File: src/hdl/keypad_pkg.sv
`default_nettype none

package keypad_pkg;

  // raw sample from the scanner
  // col is the inverse of the driven scan column, so one-hot high
  typedef struct packed {
    logic       valid;
    logic [3:0] row;
    logic [3:0] col;
  } key_scan_t;

  // decoded press, index is row*4 + col
  typedef struct packed {
    logic [3:0] index;
    logic [7:0] ascii;
  } key_event_t;

  // keypad legend, indexed by key index
  localparam logic [7:0] key_ascii_table [16] = '{
    "1", "2", "3", "A",
    "4", "5", "6", "B",
    "7", "8", "9", "C",
    "*", "0", "#", "D"
  };

  // word offsets, taken from adr[3:2]
  localparam logic [1:0] reg_ctrl_addr   = 2'd0;
  localparam logic [1:0] reg_status_addr = 2'd1;
  localparam logic [1:0] reg_data_addr   = 2'd2;

  // ctrl fields
  localparam int unsigned ctrl_enable_bit = 0;
  localparam int unsigned ctrl_clear_bit  = 1;

  // status fields, count sits in 7:4
  localparam int unsigned status_nonempty_bit = 0;
  localparam int unsigned status_full_bit     = 1;
  localparam int unsigned status_overflow_bit = 2;
  localparam int unsigned status_ghost_bit    = 3;
  localparam int unsigned status_count_lsb    = 4;

  // data fields, index in 3:0, ascii in 15:8
  localparam int unsigned data_valid_bit = 31;

endpackage

`default_nettype wire
File: src/hdl/keypad_top.sv
`default_nettype none

module keypad_top
  import keypad_pkg::*;
#(
  parameter int SCAN_DIV        = 4,
  parameter int DEBOUNCE_CYCLES = 16,
  parameter int FIFO_DEPTH      = 8
) (
  input  logic        clk,
  input  logic        nrst,
  input  logic [3:0]  readrow,
  output logic [3:0]  scancol,
  input  logic        cyc,
  input  logic        stb,
  input  logic        we,
  input  logic [3:0]  adr,
  input  logic [31:0] dat_w,
  output logic [31:0] dat_r,
  output logic        ack,
  output logic        irq
);

  key_scan_t  raw_scan;
  key_scan_t  press_scan;
  key_event_t key_event;
  key_event_t head;
  logic       push;
  logic       ghost;
  logic       pop;
  logic       clear;
  logic       enable;
  logic       full;
  logic       overflow;
  logic [3:0] count;

  // scan, debounce, decode, queue, register port
  keypad_scanner #(.SCAN_DIV(SCAN_DIV)) u_scanner (
    .clk(clk), .nrst(nrst), .enable(enable), .readrow(readrow),
    .scancol(scancol), .raw_scan(raw_scan)
  );

  key_debouncer #(.DEBOUNCE_CYCLES(DEBOUNCE_CYCLES)) u_debouncer (
    .clk(clk), .nrst(nrst), .raw_scan(raw_scan), .press_scan(press_scan)
  );

  key_decoder u_decoder (
    .clk(clk), .nrst(nrst), .press_scan(press_scan),
    .key_event(key_event), .push(push), .ghost(ghost)
  );

  key_event_fifo #(.FIFO_DEPTH(FIFO_DEPTH)) u_fifo (
    .clk(clk), .nrst(nrst), .push(push), .key_event(key_event),
    .pop(pop), .clear(clear), .head(head), .count(count),
    .full(full), .overflow(overflow)
  );

  keypad_wb_slave u_wb (
    .clk(clk), .nrst(nrst), .cyc(cyc), .stb(stb), .we(we), .adr(adr),
    .dat_w(dat_w), .dat_r(dat_r), .ack(ack), .enable(enable), .irq(irq),
    .pop(pop), .clear(clear), .ghost(ghost), .head(head), .count(count),
    .full(full), .overflow(overflow)
  );

endmodule

`default_nettype wire

File: src/hdl/keypad_wb_slave.sv
`default_nettype none

module keypad_wb_slave
  import keypad_pkg::*;
(
  input  logic        clk,
  input  logic        nrst,
  input  logic        cyc,
  input  logic        stb,
  input  logic        we,
  input  logic [3:0]  adr,
  input  logic [31:0] dat_w,
  output logic [31:0] dat_r,
  output logic        ack,
  output logic        enable,
  output logic        irq,
  output logic        pop,
  output logic        clear,
  input  logic        ghost,
  input  key_event_t  head,
  input  logic [3:0]  count,
  input  logic        full,
  input  logic        overflow
);

  logic [1:0] word_sel;
  logic       nonempty;
  logic       ghost_flag;
  logic       ctrl_wr;
  logic       data_rd;

  assign word_sel = adr[3:2];
  assign nonempty = (count != 4'd0);
  // accesses resolve on the ack cycle
  assign ctrl_wr  = ack && we && (word_sel == reg_ctrl_addr);
  assign data_rd  = ack && !we && (word_sel == reg_data_addr);
  assign pop      = data_rd && nonempty;
  assign clear    = ctrl_wr && dat_w[ctrl_clear_bit];
  assign irq      = enable && nonempty;

  // one-cycle ack, request ignored while acking
  always_ff @(posedge clk, negedge nrst) begin
    if (!nrst) begin
      ack <= 1'b0;
    end else begin
      ack <= cyc && stb && !ack;
    end
  end

  always_ff @(posedge clk, negedge nrst) begin
    if (!nrst) begin
      enable <= 1'b0;
    end else if (ctrl_wr) begin
      enable <= dat_w[ctrl_enable_bit];
    end
  end

  // sticky ghost, set wins over clear
  always_ff @(posedge clk, negedge nrst) begin
    if (!nrst) begin
      ghost_flag <= 1'b0;
    end else if (ghost) begin
      ghost_flag <= 1'b1;
    end else if (clear) begin
      ghost_flag <= 1'b0;
    end
  end

  // read mux, quiet outside a read ack
  always_comb begin
    dat_r = 32'd0;
    if (ack && !we) begin
      case (word_sel)
        reg_ctrl_addr: begin
          dat_r[ctrl_enable_bit] = enable;
        end
        reg_status_addr: begin
          dat_r[status_nonempty_bit]       = nonempty;
          dat_r[status_full_bit]           = full;
          dat_r[status_overflow_bit]       = overflow;
          dat_r[status_ghost_bit]          = ghost_flag;
          dat_r[status_count_lsb +: 4]     = count;
        end
        reg_data_addr: begin
          // head is returned as it pops
          if (nonempty) begin
            dat_r[data_valid_bit] = 1'b1;
            dat_r[3:0]            = head.index;
            dat_r[15:8]           = head.ascii;
          end
        end
        default: dat_r = 32'd0;
      endcase
    end
  end

  a_ack_single: assert property (@(posedge clk) disable iff (!nrst)
    ack |=> !ack);

endmodule

`default_nettype wire

File: src/hdl/key_event_fifo.sv
`default_nettype none

module key_event_fifo
  import keypad_pkg::*;
#(
  parameter int FIFO_DEPTH = 8
) (
  input  logic       clk,
  input  logic       nrst,
  input  logic       push,
  input  key_event_t key_event,
  input  logic       pop,
  input  logic       clear,
  output key_event_t head,
  output logic [3:0] count,
  output logic       full,
  output logic       overflow
);

  localparam int PTR_W = (FIFO_DEPTH > 1) ? $clog2(FIFO_DEPTH) : 1;

  key_event_t       mem [FIFO_DEPTH];
  logic [PTR_W-1:0] wr_ptr;
  logic [PTR_W-1:0] rd_ptr;
  logic             do_push;
  logic             do_pop;

  assign full    = (count == 4'(FIFO_DEPTH));
  // full push is dropped, empty pop is ignored
  assign do_push = push && !full;
  assign do_pop  = pop && (count != 4'd0);
  assign head    = mem[rd_ptr];

  // storage
  always_ff @(posedge clk) begin
    if (do_push) begin
      mem[wr_ptr] <= key_event;
    end
  end

  // pointers wrap on their own, depth is a power of two
  always_ff @(posedge clk, negedge nrst) begin
    if (!nrst) begin
      wr_ptr <= '0;
      rd_ptr <= '0;
      count  <= 4'd0;
    end else begin
      if (do_push) begin
        wr_ptr <= wr_ptr + 1'b1;
      end
      if (do_pop) begin
        rd_ptr <= rd_ptr + 1'b1;
      end
      if (do_push && !do_pop) begin
        count <= count + 4'd1;
      end else if (do_pop && !do_push) begin
        count <= count - 4'd1;
      end
    end
  end

  // sticky until clear, a new drop wins over clear
  always_ff @(posedge clk, negedge nrst) begin
    if (!nrst) begin
      overflow <= 1'b0;
    end else if (push && full) begin
      overflow <= 1'b1;
    end else if (clear) begin
      overflow <= 1'b0;
    end
  end

  a_count_bound: assert property (@(posedge clk) disable iff (!nrst)
    count <= 4'(FIFO_DEPTH));

endmodule

`default_nettype wire

File: src/hdl/key_decoder.sv
`default_nettype none

module key_decoder
  import keypad_pkg::*;
(
  input  logic       clk,
  input  logic       nrst,
  input  key_scan_t  press_scan,
  output key_event_t key_event,
  output logic       push,
  output logic       ghost
);

  logic       single_key;
  logic [3:0] key_index;

  // position of the set bit in a one-hot nibble
  function automatic logic [1:0] onehot_pos(input logic [3:0] v);
    logic [1:0] pos;
    pos = 2'd0;
    for (int i = 0; i < 4; i++) begin
      if (v[i]) begin
        pos = 2'(i);
      end
    end
    return pos;
  endfunction

  // exactly one row and one column, else a ghost or chord
  assign single_key = $onehot(press_scan.row) && $onehot(press_scan.col);
  assign key_index  = {onehot_pos(press_scan.row), onehot_pos(press_scan.col)};

  always_ff @(posedge clk, negedge nrst) begin
    if (!nrst) begin
      push  <= 1'b0;
      ghost <= 1'b0;
    end else begin
      push  <= press_scan.valid && single_key;
      ghost <= press_scan.valid && !single_key;
    end
  end

  // payload only, qualified by push
  always_ff @(posedge clk) begin
    key_event.index <= key_index;
    key_event.ascii <= key_ascii_table[key_index];
  end

  a_push_ghost_excl: assert property (@(posedge clk) disable iff (!nrst)
    !(push && ghost));

endmodule

`default_nettype wire

File: src/hdl/key_debouncer.sv
`default_nettype none

module key_debouncer
  import keypad_pkg::*;
#(
  parameter int DEBOUNCE_CYCLES = 16
) (
  input  logic      clk,
  input  logic      nrst,
  input  key_scan_t raw_scan,
  output key_scan_t press_scan
);

  localparam int CNT_W = (DEBOUNCE_CYCLES > 1) ? $clog2(DEBOUNCE_CYCLES) : 1;
  localparam logic [CNT_W-1:0] CNT_MAX = CNT_W'(DEBOUNCE_CYCLES - 1);

  key_scan_t        scan_in;
  key_scan_t        last_scan;
  logic [CNT_W-1:0] stable_cnt;
  logic             pressed;
  logic             settled;

  // idle samples differ only in the rotating column, treat them as one pattern
  assign scan_in = raw_scan.valid ? raw_scan : key_scan_t'(0);

  // pattern unchanged for the full window
  assign settled = (scan_in == last_scan) && (stable_cnt == CNT_MAX);

  always_ff @(posedge clk, negedge nrst) begin
    if (!nrst) begin
      last_scan  <= '0;
      stable_cnt <= '0;
    end else if (scan_in != last_scan) begin
      // any change restarts the window
      last_scan  <= scan_in;
      stable_cnt <= '0;
    end else if (stable_cnt != CNT_MAX) begin
      stable_cnt <= stable_cnt + 1'b1;
    end
  end

  // pressed is set on the event and cleared after a stable release
  always_ff @(posedge clk, negedge nrst) begin
    if (!nrst) begin
      pressed    <= 1'b0;
      press_scan <= '0;
    end else begin
      press_scan.valid <= 1'b0;
      if (settled && !pressed && last_scan.valid) begin
        // single event per press
        pressed          <= 1'b1;
        press_scan.valid <= 1'b1;
        press_scan.row   <= last_scan.row;
        press_scan.col   <= last_scan.col;
      end else if (settled && pressed && !last_scan.valid) begin
        // released long enough, re-arm
        pressed <= 1'b0;
      end
    end
  end

  // event is a single-cycle strobe
  a_press_pulse: assert property (@(posedge clk) disable iff (!nrst)
    press_scan.valid |=> !press_scan.valid);

endmodule

`default_nettype wire

File: src/hdl/keypad_scanner.sv
`default_nettype none

module keypad_scanner
  import keypad_pkg::*;
#(
  parameter int SCAN_DIV = 4
) (
  input  logic       clk,
  input  logic       nrst,
  input  logic       enable,
  input  logic [3:0] readrow,
  output logic [3:0] scancol,
  output key_scan_t  raw_scan
);

  localparam int DIV_W = (SCAN_DIV > 1) ? $clog2(SCAN_DIV) : 1;
  localparam logic [DIV_W-1:0] DIV_LAST = DIV_W'(SCAN_DIV - 1);

  logic [3:0]       row_meta;
  logic [3:0]       row_sync;
  logic [3:0]       col_d1;
  logic [3:0]       col_d2;
  logic [DIV_W-1:0] div_cnt;
  logic             row_hit;

  // two-flop sync, rows are async to clk
  always_ff @(posedge clk, negedge nrst) begin
    if (!nrst) begin
      row_meta <= 4'b0000;
      row_sync <= 4'b0000;
    end else begin
      row_meta <= readrow;
      row_sync <= row_meta;
    end
  end

  // column delayed by the same two stages
  // so the reported column matches the synced rows
  always_ff @(posedge clk, negedge nrst) begin
    if (!nrst) begin
      col_d1 <= 4'b1111;
      col_d2 <= 4'b1111;
    end else begin
      col_d1 <= scancol;
      col_d2 <= col_d1;
    end
  end

  assign row_hit = |row_sync;

  always_ff @(posedge clk, negedge nrst) begin
    if (!nrst) begin
      scancol <= 4'b1111;
      div_cnt <= '0;
    end else if (!enable) begin
      // idle, no column driven
      scancol <= 4'b1111;
      div_cnt <= '0;
    end else if (scancol == 4'b1111) begin
      // first column after enable
      scancol <= 4'b1110;
      div_cnt <= '0;
    end else if (row_hit) begin
      // key seen, park on this column
      div_cnt <= '0;
    end else if (div_cnt == DIV_LAST) begin
      scancol <= {scancol[2:0], scancol[3]};
      div_cnt <= '0;
    end else begin
      div_cnt <= div_cnt + 1'b1;
    end
  end

  // raw pattern, valid while any row is high
  always_ff @(posedge clk, negedge nrst) begin
    if (!nrst) begin
      raw_scan <= '0;
    end else begin
      raw_scan.valid <= row_hit;
      raw_scan.row   <= row_sync;
      raw_scan.col   <= ~col_d2;
    end
  end

  // never more than one column low
  a_scancol_onehot: assert property (@(posedge clk) disable iff (!nrst)
    (scancol == 4'b1111) || $onehot(~scancol));

endmodule

`default_nettype wire

File: config.mk
export PLATFORM = sky130hd
export DESIGN_NAME = keypad_top
export DESIGN_NICKNAME = d
export VERILOG_FILES = /design/src/hdl/keypad_pkg.sv /design/src/hdl/keypad_top.sv /design/src/hdl/keypad_wb_slave.sv /design/src/hdl/key_event_fifo.sv /design/src/hdl/key_decoder.sv /design/src/hdl/key_debouncer.sv /design/src/hdl/keypad_scanner.sv
export SDC_FILE = /design/constraint.sdc
export NUM_CORES = 1
export LEC_CHECK = 0
export BUFFER_PORTS_ARGS = -buffer_cell sky130_fd_sc_hd__buf_4
export CORE_AREA = 5 5 124 126
export CTS_CLUSTER_SIZE = 24
export DETAILED_ROUTE_END_ITERATION = 7
export DIE_AREA = 0 0 129 131
export PLACE_DENSITY = 0.69
export SLEW_MARGIN = 5
export SYNTH_ARGS = -nofsm -noshare
export SYNTH_HDL_FRONTEND = slang
export SYNTH_SLANG_ARGS = --single-unit
export TNS_END_PERCENT = 50
File: constraint.sdc
create_clock -name clk -period 3.18 [get_ports clk]
set_clock_uncertainty 0.15 [all_clocks]
set_input_delay 0.318 -clock clk [delete_from_list [all_inputs] [get_ports clk]]
set_output_delay 0.318 -clock clk [all_outputs]
set_load 0.01 [all_outputs]
* Word level (Yosys, flattened, before mapping) *
Memories as Yosys holds them, arrays and structs flattened. A register that Yosys moved wholly into a read port is not among the register bits.
Index checks and enable logic that the tools add are counted.

cells by class
  bitwise logic cells = 2
  add/sub/neg operators = 12
  reductions and logical operators = 39
  mux-type cells = 36
  equal/unequal tests = 13

operators with widths
  cell                                                  number
  two-way mux 4 bit                                     10
  two-way mux 32 bit                                    1
  logical AND 1 bit                                     22
  two-way mux 9 bit                                     2
  two-way mux 2 bit                                     8
  two-way mux 8 bit                                     2
  equality test 4 bit (second input constant)           3
  two-way mux 1 bit                                     11
  nonzero test 2 bit                                    5
  equality test 9 bit                                   1
  inequality test 9 bit                                 1
  adder 1 x 1 -> 2 bit                                  4
  adder 4 x 1 -> 4 bit (second input constant)          2
  zero test 1 bit                                       8
  adder 3 x 1 -> 3 bit (second input constant)          2
  adder 3 bit                                           2
  equality test 3 x 1 -> 1 bit (second input constant)  2
  inequality test 3 bit (second input constant)         2
  one-hot mux 3 bit (2 select lines)                    1
  inverter 4 -> 5 bit                                   1
  equality test 2 bit (second input constant)           2
  inequality test 4 bit (second input constant)         1
  inverter 4 bit                                        1
  nonzero test 4 bit                                    1
  7 further kinds                                       7

storage, ports and cells
  register bits = 74
  memories = 2
  output and inout port bits = 38
  word-level logic and storage cells = 131
  RAM bits = 96
  memory bits (read-only) = 128

memories
  memory            depth  bits a word  read ports  clocked after memory_dff  write ports  line                  text
  (name not given)  16     8            1           1                         0            key_decoder.sv:46     key_event.ascii <= key_ascii_table[key_index];
  u_fifo.mem        8      12           1           0                         1            key_event_fifo.sv:22  key_event_t mem [FIFO_DEPTH];

* Longest topological paths before layout *
  depth after elaboration = 8
  gate-level depth with buffers = 13
  depth with buffers taken out = 13

* By module *
From an unflattened synthesis, not the netlist that was laid out.

second synthesis, totals
  cells, all modules = 485
  area, all modules = 7638.6 µm²

modules (own cells, without submodules)
  module           sequential area each (µm²)  area an instance (µm²)  instances  cells each
  key_event_fifo   3158.0                      4372.9                  1          205
  key_debouncer    575.6                       1088.5                  1          92
  keypad_scanner   790.8                       978.4                   1          59
  key_decoder      270.3                       684.4                   1          67
  keypad_wb_slave  75.1                        514.2                   1          62

* Least setup slack after synthesis *
OpenSTA, ideal clock, no wires.

  path type = register to register
  start point = register u_fifo.count[0]
  end point = register u_fifo.count[3]
  arrival time = 2476 ps
  library setup time = 125 ps
  stages on the path, launching flop included = 13
  path buffers = 1
  period minus slack after synthesis = 2751 ps
  path slack = 429 ps
  data required time = 2905 ps
  cells stage by stage = dfrtp_1 > nor4b_1 > nand2b_1 > clkbuf_1 > inv_1 > ha_1 > inv_1 > ha_1 > a21o_1 > a21oi_1 > xnor2_1 > nor2_1 > xor2_1

between the ends
  cells in the longest elaborated chain, start to end = 6
  elaborated cells on any way between the ends = 15

RTL lines
  item                                 line                  text
  start: declaration                   key_event_fifo.sv:15  output logic [3:0] count,
  start signal: assignment             key_event_fifo.sv:55  count <= count + 4'd1;
  start signal: assignment             key_event_fifo.sv:57  count <= count - 4'd1;
  equality test 4 bit (*)              key_event_fifo.sv:28  assign full = (count == 4'(FIFO_DEPTH));
  zero test 1 bit (*)                  key_event_fifo.sv:30  assign do_push = push && !full;
  logical AND 1 bit (*)                key_event_fifo.sv:30
  via u_fifo.do_push                   key_event_fifo.sv:25  logic do_push;
  zero test 1 bit                      key_event_fifo.sv:56  end else if (do_pop && !do_push) begin
  logical AND 1 bit                    key_event_fifo.sv:56
  nonzero test 2 bit (no source line)  --

The timed path passes the listed nets; every way through them passes the cells marked *. The select of a mux whose other input is x is not followed.
A chain may end at the register's enable or synchronous reset.

* Final worst setup path *
  start point = register u_fifo.count[1]
  end point = register u_fifo.count[3]

between the ends
  cells in the longest elaborated chain, start to end = 6
  elaborated cells on any way between the ends = 15

RTL lines
  item
  branches (longest 6 deep; another with subtractor 4 x 1 -> 4 bit)

Parallel ways; which one is timed is not known. The select of a mux whose other input is x is not followed.

==> run_results.csv <==
group,metric,value,unit
outcome,status,"completed",
sta,fmax,346.4,MHz
clock_network,cts_setup_buffers,0,
floorplanning,die_w,129,um
yosys,synth-edff-count,88,
final_layout,fillers,1062,
clock_network,cts.sinks,169,
global_route,grt_max_degree,71,
sta,final.min_clock_period,2.887,ns
critical_path,path_cells,"nor4_1 -> buf_4 -> nand2b_1 -> nor2_1 -> inv_2 -> ha_1 -> inv_1 -> ha_1 -> a21o_1 -> a21oi_1 -> xnor2_1 -> nor2_1 -> xor2_1",
global_route,grt_pass1_wl,19.92,mm
route,ant_nets,0,
route,route.met3.wl,409,um
critical_path,cpLargestDelayFamily,"simple AND/OR/NAND/NOR gates",
critical_path,critPathMaxFanout,6,
hold_path,min-delay-path-class,"in -> reg",
pwr,seqPwrFrac,51.0,%
placement,dp_hpwl,7.886,mm
critical_path,regToRegEndpoint,"u_fifo.count[3]",
global_route,overflow,0,
clock_network,htree_levels,4,
critical_path,cp.required,3.34,ns
global_route,antenna_found_initial,0,
pwr,peakVddDrop,0.0003630,V
sta,setup_viol,0,
route,top_layer_used,"met4",
clock_network,ctsRootBufferMaster,"clkbuf_16",
final_layout,final_nets,588,
route,first_pass_iters,5,
sta,rsz0062_at_grt,"false",
pwr,power.share.clock,46.5,%
yosys,async_flop_share,41.42,%
pwr,power_leakage,3.424,nW
floorplanning,pin_count,83,
pwr,comb_power_share,2.5,%
critical_path,reg2reg_from,"u_fifo.count[1]",
yosys,ys_seq_elements,169,
sta,finalCritPeriodShare,90.78,%
yosys,ys_seq_area_share,66.91,%
pwr,p_int,3.713,mW
placement,port_buffers,34,
yosys,syn_inst,452,
route,vias,3741,
critical_path,critPathArrivalTime,3.04,ns
route,wire_per_inst,17.07,um
pwr,power_switching,0.9119,mW
sta,worst_slew_pin_slew,0.9917,ns
critical_path,reg2reg_depth,13,
clock_network,clkLatencyLatePin,0.42,ns
critical_path,worstSetupPathType,"reg -> reg",
critical_path,crit_path_start,"u_fifo.count[1]",
floorplanning,die_area,0.01690,mm2
final_layout,antenna_cells,0,
final_layout,final_core_util,57.30,%
critical_path,worstSetupEndpoint,"u_fifo.count[3]",
pwr,total_power,4.625,mW
yosys,syn_avg_cell_area,15.31,um2
route,dr.first_iter.drc_count,147,
yosys,synth_flop_cell,"edfxtp_1",
global_route,grt_pass1_vias,3913,
route,drt-met1-wl,4.806,mm
pwr,power_density,568.2,mW/mm2
final_layout,layout-drive-gt1-share,24.95,%
yosys,synthesis.area,0.006919,mm2
clock_network,cts_resized,0,
pwr,p_sw_share,19.72,%
final_layout,area_growth_syn_to_layout,17.63,%
critical_path,worst_setup_path_end_kind,"flop",
yosys,synth_cell_types,49,
clock_network,cts_made_buffers,17,
floorplanning,rows,44,
placement,place_congestion,0.7965,
clock_network,clkTransAtPathRegs,0.06,ns
route,drc,0,
floorplanning,die_y,131,um
critical_path,slowest_delay,0.46,ns
yosys,yosys_warnings,0,
critical_path,worstSetupPathDepth,13,
sta,report.final.slew_viol_count,0,
clock_network,clockBufferDepth,2,
global_route,grtUsageTotal,15.70,%
route,postRouteWirelength,12.17,mm
clock_network,cts_tree,"done",
critical_path,critPathSlowestCell,"dfrtp_1",
sta,relSlewSlack,33.39,%
floorplanning,fp.coreArea,0.01420,mm2
hold_path,hold_depth,3,
sta,timing.final.hold_violations,0,
route,via_per_inst,5.247,
run,drv_cap,0,
floorplanning,initial_core_util,48.71,%
critical_path,crit_buf_inv,3,
critical_path,worst_setup_path_start_kind,"flop",
clock_network,cts_hold_buf,8,
sta,fin_setup_tns,0,ns
critical_path,reg2reg_slack,0.29,ns
route,dr_wl_met2,6.743,mm
sequential cells by signal, summed over array words and instances, names as in the netlist, 3 cells and up:
signal	flops
u_scanner.row_sync	4
u_scanner.raw_scan	9
u_scanner.row_meta	4
u_fifo.count	4
u_decoder.key_event	11
u_fifo.rd_ptr	3
u_debouncer.last_scan	9
u_debouncer.press_scan	9
u_fifo.mem	88
u_fifo.wr_ptr	3
u_scanner.col_d2	4
u_debouncer.stable_cnt	4
u_scanner.scancol	4
u_scanner.col_d1	4
worst min-delay path by stage:
stage | end | slack [ns] | from
5_1_grt | u_wb.enable | 0.12 | we
3_5_place_dp | u_scanner.row_sync[3] | 0.19 | u_scanner.row_meta[3]
2_1_floorplan | u_debouncer.last_scan[0] | -0.13 | nrst
4_1_cts | u_wb.enable | 0.1 | we
3_3_place_gp | u_scanner.row_sync[1] | 0.18 | u_scanner.row_meta[1]
6_report | u_wb.enable | 0.12 | we
power by group through the flow:
| stage | clock, mW | combinational (mW) | sequential [mW] |
|---|---|---|---|
| after floorplan | 0 | 0.0744 | 2.39 |
| after global placement | 0 | 0.102 | 2.40 |
| after detailed placement | 0 | 0.107 | 2.40 |
| after CTS | 2.19 | 0.116 | 2.36 |
| after global routing | 2.30 | 0.129 | 2.36 |
| final | 2.15 | 0.114 | 2.36 |
metrics by stage:
stage / std cells / setup WS, ns / area, um2 / hold slack, ns
2_1_floorplan: 467 / 0.4287 / 6975 / -0.1276
3_3_place_gp: 673 / 0.4298 / 7417 / 0.1831
3_5_place_dp: 673 / 0.3521 / 7417 / 0.1879
4_1_cts: 713 / 0.2583 / 8139 / 0.09743
5_1_grt: 713 / 0.09237 / 8139 / 0.1178
6_report: 713 / 0.2932 / 8139 / 0.1194
cells in the mapped netlist (2+ instances only):
cell type / instances / share of area [%]
a211oi_1: 3 / 0.33
a21o_1: 2 / 0.22
a21oi_1: 11 / 0.80
a2bb2oi_1: 2 / 0.25
and2_1: 8 / 0.72
and3_1: 5 / 0.45
buf_2: 2 / 0.14
buf_4: 16 / 1.7
clkbuf_1: 7 / 0.38
dfrtp_1: 58 / 21
dfstp_2: 12 / 4.6
dfxtp_1: 11 / 3.2
edfxtp_1: 88 / 38
fa_1: 3 / 0.87
ha_1: 24 / 4.3
inv_1: 24 / 1.3
mux2_2: 11 / 1.8
mux2i_1: 14 / 2.0
mux4_2: 22 / 7.2
nand2_1: 24 / 1.3
nand2b_1: 7 / 0.63
nand3_1: 11 / 0.80
nand4_1: 5 / 0.45
nor2_1: 27 / 1.5
nor2b_1: 4 / 0.36
nor3_1: 8 / 0.58
nor4_1: 4 / 0.36
o21ai_0: 7 / 0.51
xnor2_1: 12 / 1.5
cell families (layout without fill, tap and decap cells):
group / after synthesis / in the layout / synth area share (%)
compound gates: 34 / 34 / 3.327
xor+xnor: 13 / 13 / 1.646
fa+ha+maj: 27 / 27 / 5.208
buf+inv: 52 / 114 / 3.834
flops: 169 / 169 / 66.91
mux: 47 / 47 / 10.98
other cells: 1 / 16 / 0.05420
simple gates: 109 / 109 / 8.047
cell usage in the layout, fill, tap and decap left out, types with 4 or more instances in the layout:
cell            n
xnor2_1        12
edfxtp_1       88
conb_1         16
and3_1          5
clkbuf_16      20
nor2b_1         4
nand2_1        24
o21ai_0         7
nand3_1        11
nor3_1          8
inv_1          24
nand4_1         5
ha_1           24
nor2_1         27
dlygate4sd3_1   8
and2_1          8
dfstp_2        12
dfrtp_1        58
mux2i_1        14
mux4_2         22
a21oi_1        11
dfxtp_1        11
mux2_2         11
buf_4          49
nand2b_1        7
worst min-delay path: stages:
cell and delay (ns):
buf_4 0.12, nand3_1 0.07, mux2_2 0.14
layer usage:
layer / up-vias / global-route usage (%)
li1: 1747 / -
met1: 1899 / 18.31
met4: 0 / 6.115
met3: 19 / 4.065
met2: 76 / 27.87
met5: - / 0
area by class of cell:
class                      count  area, um2  share of cell area [%]
multi-input combinational    246       2096                   25.75
sequential                   169       4629                   56.88
timing repair buffer          57      447.9                   5.503
clock buffer                  22      521.8                   6.410
tap                          184      230.2                   2.829
clock inverter                10      120.1                   1.476
inverter                      25      93.84                   1.153
No activity file was read; power rests on OpenSTA's default activity.
